<file path="config.mk">
export PLATFORM = sky130hd
export DESIGN_NAME = branch_tracker
export DESIGN_NICKNAME = d
export VERILOG_FILES = /design/src/hw/rob_pkg.sv /design/src/hw/branch_pkg.sv /design/src/hw/branch_tracker.sv /design/src/hw/branch_retire.sv /design/src/hw/branch_slot.sv /design/src/hw/branch_alloc.sv
export VERILOG_INCLUDE_DIRS = /design/src /design/src/hw
export SDC_FILE = /design/constraint.sdc
export NUM_CORES = 1
export LEC_CHECK = 0
export ABC_AREA = 1
export BUFFER_PORTS_ARGS = -buffer_cell sky130_fd_sc_hd__buf_2
export CAP_MARGIN = 20
export CORE_MARGIN = 5
export CORE_UTILIZATION = 67
export DETAILED_ROUTE_END_ITERATION = 10
export GPL_TIMING_DRIVEN = 0
export HOLD_SLACK_MARGIN = 0.03
export PLACE_DENSITY = 0.87
export SYNTH_ARGS = -nofsm -noshare
export SYNTH_HDL_FRONTEND = slang
export SYNTH_SLANG_ARGS = --single-unit
</file>
<file path="constraint.sdc">
create_clock -name clk -period 13.1 [get_ports clk]
set_input_delay 3.93 -clock clk [delete_from_list [all_inputs] [get_ports clk]]
set_output_delay 3.93 -clock clk [all_outputs]
set_load 0.02 [all_outputs]
</file>
<file path="src/hw/branch_defines.svh">
`ifndef BRANCH_DEFINES_SVH
`define BRANCH_DEFINES_SVH

// reorder buffer entries, index wraps modulo this
`define ROB_DEPTH 64

// instructions offered per dispatch group
`define DISPATCH_WIDTH 4

// in-flight branches tracked at once
`define BRANCH_SLOTS 4

// allocation age counter
// compared modulo 2**AGE_W, half the range counts as younger
`define AGE_W 4

`endif
</file>
<file path="src/hw/rob_pkg.sv">
`include "branch_defines.svh"

package rob_pkg;

   // position in the reorder buffer
   typedef logic [$clog2(`ROB_DEPTH)-1:0] rob_idx_t;

   // one group from the dispatch stage
   typedef struct packed {
      logic                       valid;
      logic [`DISPATCH_WIDTH-1:0] branch_mask; // bit p set -> position p is a branch
      rob_idx_t                   rob_tail;    // rob index of position 0
   } dispatch_grp_t;

   // branch unit outcome
   typedef struct packed {
      logic     valid;
      logic     mispredict;
      rob_idx_t rob_idx;
   } resolve_evt_t;

   // branch leaving the rob head
   typedef struct packed {
      logic     valid;
      rob_idx_t rob_idx;
   } commit_evt_t;

endpackage

</file>
<file path="src/hw/branch_pkg.sv">
`include "branch_defines.svh"

package branch_pkg;

   typedef enum logic [1:0] {
      SLOT_FREE     = 2'd0,
      SLOT_PENDING  = 2'd1, // waiting for resolve
      SLOT_RESOLVED = 2'd2  // correct, waiting for commit
   } slot_state_e;

   typedef logic [`BRANCH_SLOTS-1:0] slot_mask_t;

   typedef logic [`AGE_W-1:0] age_t;

   // allocator to slot write port
   typedef struct packed {
      logic              write;
      rob_pkg::rob_idx_t rob_idx;
      age_t              age;
   } slot_fill_t;

   // per slot view for the retire unit
   typedef struct packed {
      logic              busy;
      rob_pkg::rob_idx_t rob_idx;
      age_t              age;
      logic              res_hit; // correct resolve matched
      logic              mis_hit; // mispredict matched
      logic              cmt_hit; // commit matched
   } slot_status_t;

endpackage

</file>
<file path="src/hw/branch_tracker.sv">
`include "branch_defines.svh"

module branch_tracker (
   input  logic                   clk,
   input  logic                   rst_n,
   input  rob_pkg::dispatch_grp_t dispatch,
   input  rob_pkg::resolve_evt_t  resolve,
   input  rob_pkg::commit_evt_t   commit,
   output logic                   stall,
   output logic                   flush_valid,
   output rob_pkg::rob_idx_t      flush_idx,
   output logic                   unmatched,
   output logic [2:0]             branch_count
);

   import branch_pkg::*;

   logic         mispredict_now;
   slot_mask_t   slot_busy;
   slot_mask_t   kill;
   slot_fill_t   fill [`BRANCH_SLOTS];
   slot_status_t status [`BRANCH_SLOTS];

   assign mispredict_now = resolve.valid && resolve.mispredict;

   branch_alloc branch_alloc_i (
      .clk            (clk),
      .rst_n          (rst_n),
      .dispatch       (dispatch),
      .mispredict_now (mispredict_now),
      .slot_busy      (slot_busy),
      .stall          (stall),
      .fill           (fill)
   );

   for (genvar g = 0; g < `BRANCH_SLOTS; g++)
   begin : g_slot
      branch_slot branch_slot_i (
         .clk     (clk),
         .rst_n   (rst_n),
         .fill    (fill[g]),
         .kill    (kill[g]),
         .resolve (resolve),
         .commit  (commit),
         .status  (status[g])
      );

      assign slot_busy[g] = status[g].busy;
   end

   branch_retire branch_retire_i (
      .clk           (clk),
      .rst_n         (rst_n),
      .status        (status),
      .resolve_valid (resolve.valid),
      .commit_valid  (commit.valid),
      .kill          (kill),
      .flush_valid   (flush_valid),
      .flush_idx     (flush_idx),
      .unmatched     (unmatched),
      .branch_count  (branch_count)
   );

endmodule

</file>
<file path="src/hw/branch_retire.sv">
`include "branch_defines.svh"

module branch_retire (
   input  logic                     clk,
   input  logic                     rst_n,
   input  branch_pkg::slot_status_t status [`BRANCH_SLOTS],
   input  logic                     resolve_valid,
   input  logic                     commit_valid,
   output branch_pkg::slot_mask_t   kill,
   output logic                     flush_valid,
   output rob_pkg::rob_idx_t        flush_idx,
   output logic                     unmatched,
   output logic [2:0]               branch_count
);

   import rob_pkg::*;
   import branch_pkg::*;

   logic     mis_any;
   age_t     mis_age;
   rob_idx_t mis_idx;
   logic     res_any; // correct or mispredict hit
   logic     cmt_any;

   // at most one slot can hit, live rob indices are unique
   always_comb
   begin
      mis_any = 1'b0;
      mis_age = '0;
      mis_idx = '0;
      res_any = 1'b0;
      cmt_any = 1'b0;
      for (int s = 0; s < `BRANCH_SLOTS; s++)
      begin
         if (status[s].mis_hit)
         begin
            mis_any = 1'b1;
            mis_age = status[s].age;
            mis_idx = status[s].rob_idx;
         end
         res_any = res_any || status[s].res_hit || status[s].mis_hit;
         cmt_any = cmt_any || status[s].cmt_hit;
      end
   end

   // squash the mispredicted slot and everything allocated after it
   always_comb
   begin : kill_blk
      age_t diff;

      for (int s = 0; s < `BRANCH_SLOTS; s++)
      begin
         diff    = status[s].age - mis_age; // modulo 2**AGE_W
         kill[s] = mis_any && status[s].busy &&
                   (status[s].mis_hit || ((diff != '0) && !diff[`AGE_W-1]));
      end
   end

   always_ff @(posedge clk or negedge rst_n)
   begin
      if (!rst_n)
      begin
         flush_valid <= 1'b0;
         unmatched   <= 1'b0;
      end
      else
      begin
         flush_valid <= mis_any;
         unmatched   <= (resolve_valid && !res_any) || (commit_valid && !cmt_any);
      end
   end

   always_ff @(posedge clk)
   begin
      if (mis_any)
         flush_idx <= mis_idx;
   end

   // live branches straight from the slot state registers
   always_comb
   begin
      branch_count = '0;
      for (int s = 0; s < `BRANCH_SLOTS; s++)
         branch_count = branch_count + 3'(status[s].busy);
   end

endmodule

</file>
<file path="src/hw/branch_slot.sv">
module branch_slot (
   input  logic                     clk,
   input  logic                     rst_n,
   input  branch_pkg::slot_fill_t   fill,
   input  logic                     kill,
   input  rob_pkg::resolve_evt_t    resolve,
   input  rob_pkg::commit_evt_t     commit,
   output branch_pkg::slot_status_t status
);

   import rob_pkg::*;
   import branch_pkg::*;

   slot_state_e state;
   rob_idx_t    rob_idx_q;
   age_t        age_q;
   logic        res_match;
   logic        cmt_match;

   assign res_match = resolve.valid && (resolve.rob_idx == rob_idx_q);
   assign cmt_match = commit.valid && (commit.rob_idx == rob_idx_q);

   // hits only count in the state where the event is legal
   assign status.busy    = (state != SLOT_FREE);
   assign status.rob_idx = rob_idx_q;
   assign status.age     = age_q;
   assign status.res_hit = (state == SLOT_PENDING) && res_match && !resolve.mispredict;
   assign status.mis_hit = (state == SLOT_PENDING) && res_match && resolve.mispredict;
   assign status.cmt_hit = (state == SLOT_RESOLVED) && cmt_match;

   always_ff @(posedge clk or negedge rst_n)
   begin
      if (!rst_n)
         state <= SLOT_FREE;
      else if (kill) // mispredict squash wins over everything
         state <= SLOT_FREE;
      else
      begin
         case (state)
            SLOT_FREE:
               if (fill.write)
                  state <= SLOT_PENDING;
            SLOT_PENDING:
               if (status.res_hit)
                  state <= SLOT_RESOLVED;
            SLOT_RESOLVED:
               if (status.cmt_hit)
                  state <= SLOT_FREE;
            default:
               state <= SLOT_FREE;
         endcase
      end
   end

   // branch identity, written only into a free slot
   always_ff @(posedge clk)
   begin
      if (fill.write)
      begin
         rob_idx_q <= fill.rob_idx;
         age_q     <= fill.age;
      end
   end

endmodule

</file>
<file path="src/hw/branch_alloc.sv">
`include "branch_defines.svh"

module branch_alloc (
   input  logic                   clk,
   input  logic                   rst_n,
   input  rob_pkg::dispatch_grp_t dispatch,
   input  logic                   mispredict_now,
   input  branch_pkg::slot_mask_t slot_busy,
   output logic                   stall,
   output branch_pkg::slot_fill_t fill [`BRANCH_SLOTS]
);

   import rob_pkg::*;
   import branch_pkg::*;

   logic [2:0] br_cnt;   // branches in the offered group
   logic [2:0] free_cnt; // free slots, registered state only
   logic       accept;
   age_t       age_cnt;

   always_comb
   begin
      br_cnt = '0;
      for (int p = 0; p < `DISPATCH_WIDTH; p++)
         br_cnt = br_cnt + 3'(dispatch.branch_mask[p]);
   end

   always_comb
   begin
      free_cnt = '0;
      for (int s = 0; s < `BRANCH_SLOTS; s++)
         free_cnt = free_cnt + 3'(!slot_busy[s]);
   end

   // hold the group when short of slots or while a flush is in progress
   assign stall  = dispatch.valid && ((br_cnt > free_cnt) || mispredict_now);
   assign accept = dispatch.valid && !stall; // stall already covers mispredict

   // branch k in position order goes to the k-th lowest free slot
   always_comb
   begin : map_blk
      slot_mask_t taken;
      age_t       next_age;
      rob_idx_t   idx;
      logic       placed;

      taken    = '0;
      next_age = age_cnt;
      for (int s = 0; s < `BRANCH_SLOTS; s++)
         fill[s] = '0;

      for (int p = 0; p < `DISPATCH_WIDTH; p++)
      begin
         idx    = dispatch.rob_tail + rob_idx_t'(p); // wraps at rob depth
         placed = 1'b0;
         if (accept && dispatch.branch_mask[p])
         begin
            for (int s = 0; s < `BRANCH_SLOTS; s++)
            begin
               if (!placed && !slot_busy[s] && !taken[s])
               begin
                  fill[s].write   = 1'b1;
                  fill[s].rob_idx = idx;
                  fill[s].age     = next_age;
                  taken[s]        = 1'b1;
                  placed          = 1'b1;
               end
            end
            next_age = next_age + age_t'(1);
         end
      end
   end

   always_ff @(posedge clk or negedge rst_n)
   begin
      if (!rst_n)
         age_cnt <= '0;
      else if (accept)
         age_cnt <= age_cnt + age_t'(br_cnt); // one age per accepted branch
   end

endmodule

</file>
# Yosys cells after proc, flatten, opt, wreduce, memory -nomap -nowiden
# Index checks and enable logic that the tools add are counted.
[word_totals] wordCells=295 reg_bits=60 inputBits=28 n_memories=0 out_inout_bits=12 latch_bits=0 ramBits=0 romBits=0
[classes] eq_ne=28 n_bitwise=0 reduce_logical=137 multipliers=0 add_sub_neg=20 magnitude_cmp=1 shift=0 n_div=0 muxes=93
[ops] cell="$mux W11" n=16
[ops] cell="$mux W44" n=4
[ops] cell="$logic_and A1 B1 Y1" n=69
[ops] cell="$eq A6 B6 Y1" n=8
[ops] cell="$mux W4" n=10
[ops] cell="$mux W1" n=39
[ops] cell="$logic_not A1 Y1" n=36
[ops] cell="$mux W2" n=16
[ops] cell="$mux W6" n=4
[ops] cell="$ne A3 B1 Y1 const B" n=8
[ops] cell="$pmux W2 S3" n=4
[ops] cell="$add A3 B1 Y3" n=6
[ops] cell="$logic_or A1 B1 Y1" n=16
[ops] cell="$reduce_bool A4 Y1" n=4
[ops] cell="$sub A4 B4 Y4" n=4
[ops] cell="$add A4 B1 Y4 const B" n=3
[ops] cell="$add A6 B2 Y6 const B" n=2
[ops] cell="$ne A3 B2 Y1 const B" n=4
[ops] cell="$reduce_and A3 Y1" n=4
[ops] cell="$eq A2 B1 Y1 const B" n=4
[ops] cell="$eq A2 B2 Y1 const B" n=4
[ops] cell="$logic_not A2 Y1" n=4
[ops] cell="$reduce_bool A2 Y1" n=4
[ops] cell="$add A1 B1 Y2" n=3
[ops] cell="other kinds (3)" n=3

# Longest topological paths before layout
[depth] word_depth=84 depth_mapped=25 depth_no_buf=25

# Cells and area by module
# Synthesis repeated with hierarchy kept, for this count alone.
[hier_totals] cells_unflattened=1039 area_unflattened_um2=6732.7
[by_module_without_submodules] mod="branch_slot" area_per_inst_um2=688.2 seq_area_each_um2=350.3 cells_each=85 n_inst=4
[by_module_without_submodules] mod="branch_alloc" area_per_inst_um2=2547.4 seq_area_each_um2=100.1 cells_each=464 n_inst=1
[by_module_without_submodules] mod="branch_retire" area_per_inst_um2=1425.1 seq_area_each_um2=230.2 cells_each=233 n_inst=1
[by_module_without_submodules] mod="branch_tracker" area_per_inst_um2=7.5 seq_area_each_um2=0.0 cells_each=2 n_inst=1

# Worst setup path before layout
# No wires, ideal clock.
[synth_timing] path_type="input to output" start="in dispatch[6] (netlist bit)" end="out stall" n_path_buf=0 slack_ps=3470 t_required_ps=9170 stages=10 arrival_time_ps=5700 path_cell_list="ha_1 -> inv_1 -> fa_1 -> inv_1 -> ha_1 -> ha_1 -> nand3_1 -> nand2_1 -> a21oi_1 -> nor2_1"
[synth_via] elab_chain_len=6
[synth_rtl] item="start: declaration" line="branch_tracker.sv:6" text="input rob_pkg::dispatch_grp_t dispatch,"
[synth_rtl] item="$add A1 B1 Y2" line="branch_alloc.sv:25" text="br_cnt = br_cnt + 3'(dispatch.branch_mask[p]);"
[synth_rtl] item="$add A3 B1 Y3 (2 in a row)" line="branch_alloc.sv:25"
[synth_rtl] item="$gt A3 B3 Y1" line="branch_alloc.sv:36" text="assign stall = dispatch.valid && ((br_cnt > free_cnt) || mispredict_now);"
[synth_rtl] item="$logic_or A1 B1 Y1" line="branch_alloc.sv:36"
[synth_rtl] item="$logic_and A1 B1 Y1" line="branch_alloc.sv:36"
[synth_rtl] item="end: declaration" line="branch_tracker.sv:9" text="output logic stall,"
# Every way passes these cells.

# Worst setup path after layout
# Ends and elaborated chain as after synthesis.

==> results.sh <==
export IMPL_synth_ff_type="edfxtp_1"
export IMPL_clockBufferDepth=2
export IMPL_worstPathArrival_ns=6.12
export IMPL_worst_path_largest_cell_delay_ns=0.35
export IMPL_row_count=33
export IMPL_finalPower_uw=1230
export IMPL_cts_resized=0
export IMPL_path_cells="buf_2 > ha_1 > inv_1 > fa_1 > inv_1 > ha_1 > ha_1 > nand3_1 > nand2_1 > a21oi_1 > nor2_1 > buf_2"
export IMPL_setup_worst_path_start="dispatch[6]"
export IMPL_fin_crit_ns=10.05
export IMPL_wl_um=18200
export IMPL_htreeDepth=3
export IMPL_die_w_um=103
export IMPL_fin_util_pct=76.5
export IMPL_drtPass1Iterations=8
export IMPL_viasPerCell=6.51
export IMPL_startpoint_type="input port"
export IMPL_worstPathMaxFanout=3
export IMPL_drt_initial_drc_count=645
export IMPL_slew_headroom_pct=55.5
export IMPL_portBuffers=36
export IMPL_rr_worst_depth=20
export IMPL_cp_top_family="adder cells"
export IMPL_slowest_stage="fa_1"
export IMPL_dieArea_um2=10600
export IMPL_power_density_nw_per_um2=194
export IMPL_dp_hpwl_um=14000
export IMPL_min_from="branch_alloc_i.age_cnt[3]$_DFFE_PN0N_"
export IMPL_ys_seq_elements=60
export IMPL_grtUsageTotal_pct=35.3
export IMPL_max_freq_ghz=0.0995
export IMPL_async_flop_share_pct=23.3
export IMPL_place_ws_ns=3.09
export IMPL_ir_drop_v=0.000149
export IMPL_drc_errors=0
export IMPL_coreArea_um2=8300
export IMPL_endpoint="stall"
export IMPL_hold_viol=0
export IMPL_placed_cell_area_um2=6100
export IMPL_multiInputGateArea_um2=3530
export IMPL_ant_nets=0
export IMPL_p_leak_uw=0.00285
export IMPL_hold_buffers=0
export IMPL_cts_setup_buffers=0
export IMPL_seq_area_frac_synth_pct=30.0
export IMPL_ff2ff_setup_slack_ns=7.96
export IMPL_fillers=598
export IMPL_rr_startpoint="g_slot[0].branch_slot_i.state[0]$_DFFE_PN0P_"
export IMPL_synth_edf_count=46
export IMPL_syn_to_final_growth_pct=9.90
export IMPL_n_antenna_cell=0
export IMPL_final_area_um2=6350
export IMPL_r2r_end="g_slot[1].branch_slot_i.age_q[1]$_DFFE_PP_"
export IMPL_gp_congestion=1.08
export IMPL_grt_pass1_wl_um=28600
export IMPL_syn_nets=834
export IMPL_path_class="input port to output pin"
export IMPL_tightest_slew_ns=0.665
export IMPL_synthCells=765
export IMPL_skew_ns=0.0134
export IMPL_drv_slew=0
export IMPL_synthDistinctLibCells=53
export IMPL_num_vias=6016
export IMPL_syn_avg_cell_area_um2=7.55
export IMPL_ys_warn_count=0
export IMPL_grt_pass1_vias=5652
export IMPL_pin_count=40
export IMPL_fin_ws_ns=3.05
export IMPL_path_buf_inv=4
export IMPL_clk_pin_slew_ns=0.08
export IMPL_timing_final_crit_share_pct=76.7
export IMPL_grt_overflow_total=0
export IMPL_antenna_found_initial=1
export IMPL_cts_buffers=9
export IMPL_max_cap_violations=0
export IMPL_hold_path_class="flip-flop to flip-flop"
export IMPL_cts_tree="done"
export IMPL_die_y_um=103
export IMPL_cts_sinks=60
export IMPL_cp_required_ns=9.17
export IMPL_rsz0062_at_grt="no"
export IMPL_num_nets_final=883
export IMPL_status="finished, final reports clean"
export IMPL_setup_viol=0
export IMPL_cp_common_cell="ha_1"
export IMPL_cp_end_kind="output pin"
export IMPL_clk_latency_ns=0.36
export IMPL_wl_per_cell_um=19.7
export IMPL_netlist_area_um2=5780
export IMPL_seqCellArea_um2=1730
export IMPL_grt_max_degree=15
export IMPL_crit_cells=12
export IMPL_start_util_pct=69.6
export IMPL_root_buffer="clkbuf_8"
export IMPL_finalSetupTns_ns=0
export IMPL_drive_above_1_share_pct=13.9
stage by stage:
step,hold slack (ns),cells
after floorplan,0.463,765
after global placement,0.489,906
after detailed placement,0.486,907
after CTS,0.500,923
after global routing,0.521,924
final,0.499,924
cell type report:
cell class | count | area share (%)
buffer | 16 | 1.24
tap | 105 | 2.07
timing repair buffer | 38 | 3.03
multi-input combinational | 573 | 55.6
sequential | 60 | 27.3
clock buffer | 9 | 1.95
clock inverter | 7 | 1.95
inverter | 116 | 6.90
layout by cell type (no fill, tap or decap), types with 4 or more instances in the layout:
| cell | instances |
|---|---|
| dfrtp_1 | 14 |
| nand4_1 | 17 |
| nand2_1 | 144 |
| xnor2_1 | 24 |
| a21oi_1 | 34 |
| inv_2 | 10 |
| a311oi_1 | 4 |
| nand2_2 | 4 |
| xor2_1 | 18 |
| o22ai_1 | 32 |
| nor2_2 | 8 |
| clkbuf_1 | 6 |
| o21ai_0 | 61 |
| ha_1 | 33 |
| nand3_1 | 38 |
| edfxtp_1 | 46 |
| a211oi_1 | 6 |
| nand3_2 | 8 |
| buf_2 | 46 |
| a31oi_1 | 14 |
| nor2_1 | 59 |
| clkbuf_8 | 9 |
| inv_1 | 104 |
| nand3b_1 | 4 |
| nor3_1 | 10 |
| fa_1 | 8 |
| o21ai_1 | 6 |
Yosys cell counts, types with 14 or more instances:
cell type / count / area share, %
a21oi_1: 34 / 2.9
inv_1: 104 / 6.8
dfrtp_1: 14 / 6.1
a31oi_1: 14 / 1.5
xnor2_1: 24 / 3.6
edfxtp_1: 46 / 24
o21ai_0: 61 / 5.3
xor2_1: 18 / 2.7
ha_1: 33 / 7.1
nor2_1: 59 / 3.8
nand2_1: 144 / 9.4
nand4_1: 17 / 1.8
nand3_1: 38 / 3.3
o22ai_1: 32 / 3.5
worst min path at each step:
stage                                                  to  slack [ns]  cells after the start
finish              branch_alloc_i.age_cnt[3]$_DFFE_PN0N_        0.50                      1
global route        branch_alloc_i.age_cnt[3]$_DFFE_PN0N_        0.52                      1
CTS                 branch_alloc_i.age_cnt[3]$_DFFE_PN0N_        0.50                      1
detailed placement  branch_alloc_i.age_cnt[3]$_DFFE_PN0N_        0.49                      1
global placement    branch_alloc_i.age_cnt[3]$_DFFE_PN0N_        0.49                      1
floorplan           branch_alloc_i.age_cnt[3]$_DFFE_PN0N_        0.46                      1
cells by family (layout without fill, tap and decap cells):
kind of cell | Yosys count | in the layout | synth area share, %
simple gates | 315 | 315 | 26.8
xor+xnor | 43 | 43 | 6.65
flops | 60 | 60 | 30.0
compound gates | 174 | 174 | 17.7
buf+inv | 132 | 186 | 8.94
fa+ha+maj | 41 | 41 | 9.92
report_power, final:
group          internal [µW]  switching, µW  leakage (µW)  total [µW]
logic                    205            482       0.00213         687
clock network            128           86.0      0.000120         214
registers                278           50.7      0.000603         328
sequential cells by signal, summed over array words and instances (netlist names):
register,cells
g_slot.branch_slot_i.state,8
branch_retire_i.flush_idx,6
g_slot.branch_slot_i.age_q,16
branch_alloc_i.age_cnt,4
branch_retire_i.unmatched,1
g_slot.branch_slot_i.rob_idx_q,24
branch_retire_i.flush_valid,1
routing by layer:
layer  track usage, %  part of all wire (%)
met5                0                 0.071
met4             16.4                   4.9
met3             8.12                    12
met1             45.3                    37
met2             56.8                    46
No activity file was read; power rests on OpenSTA's default activity.
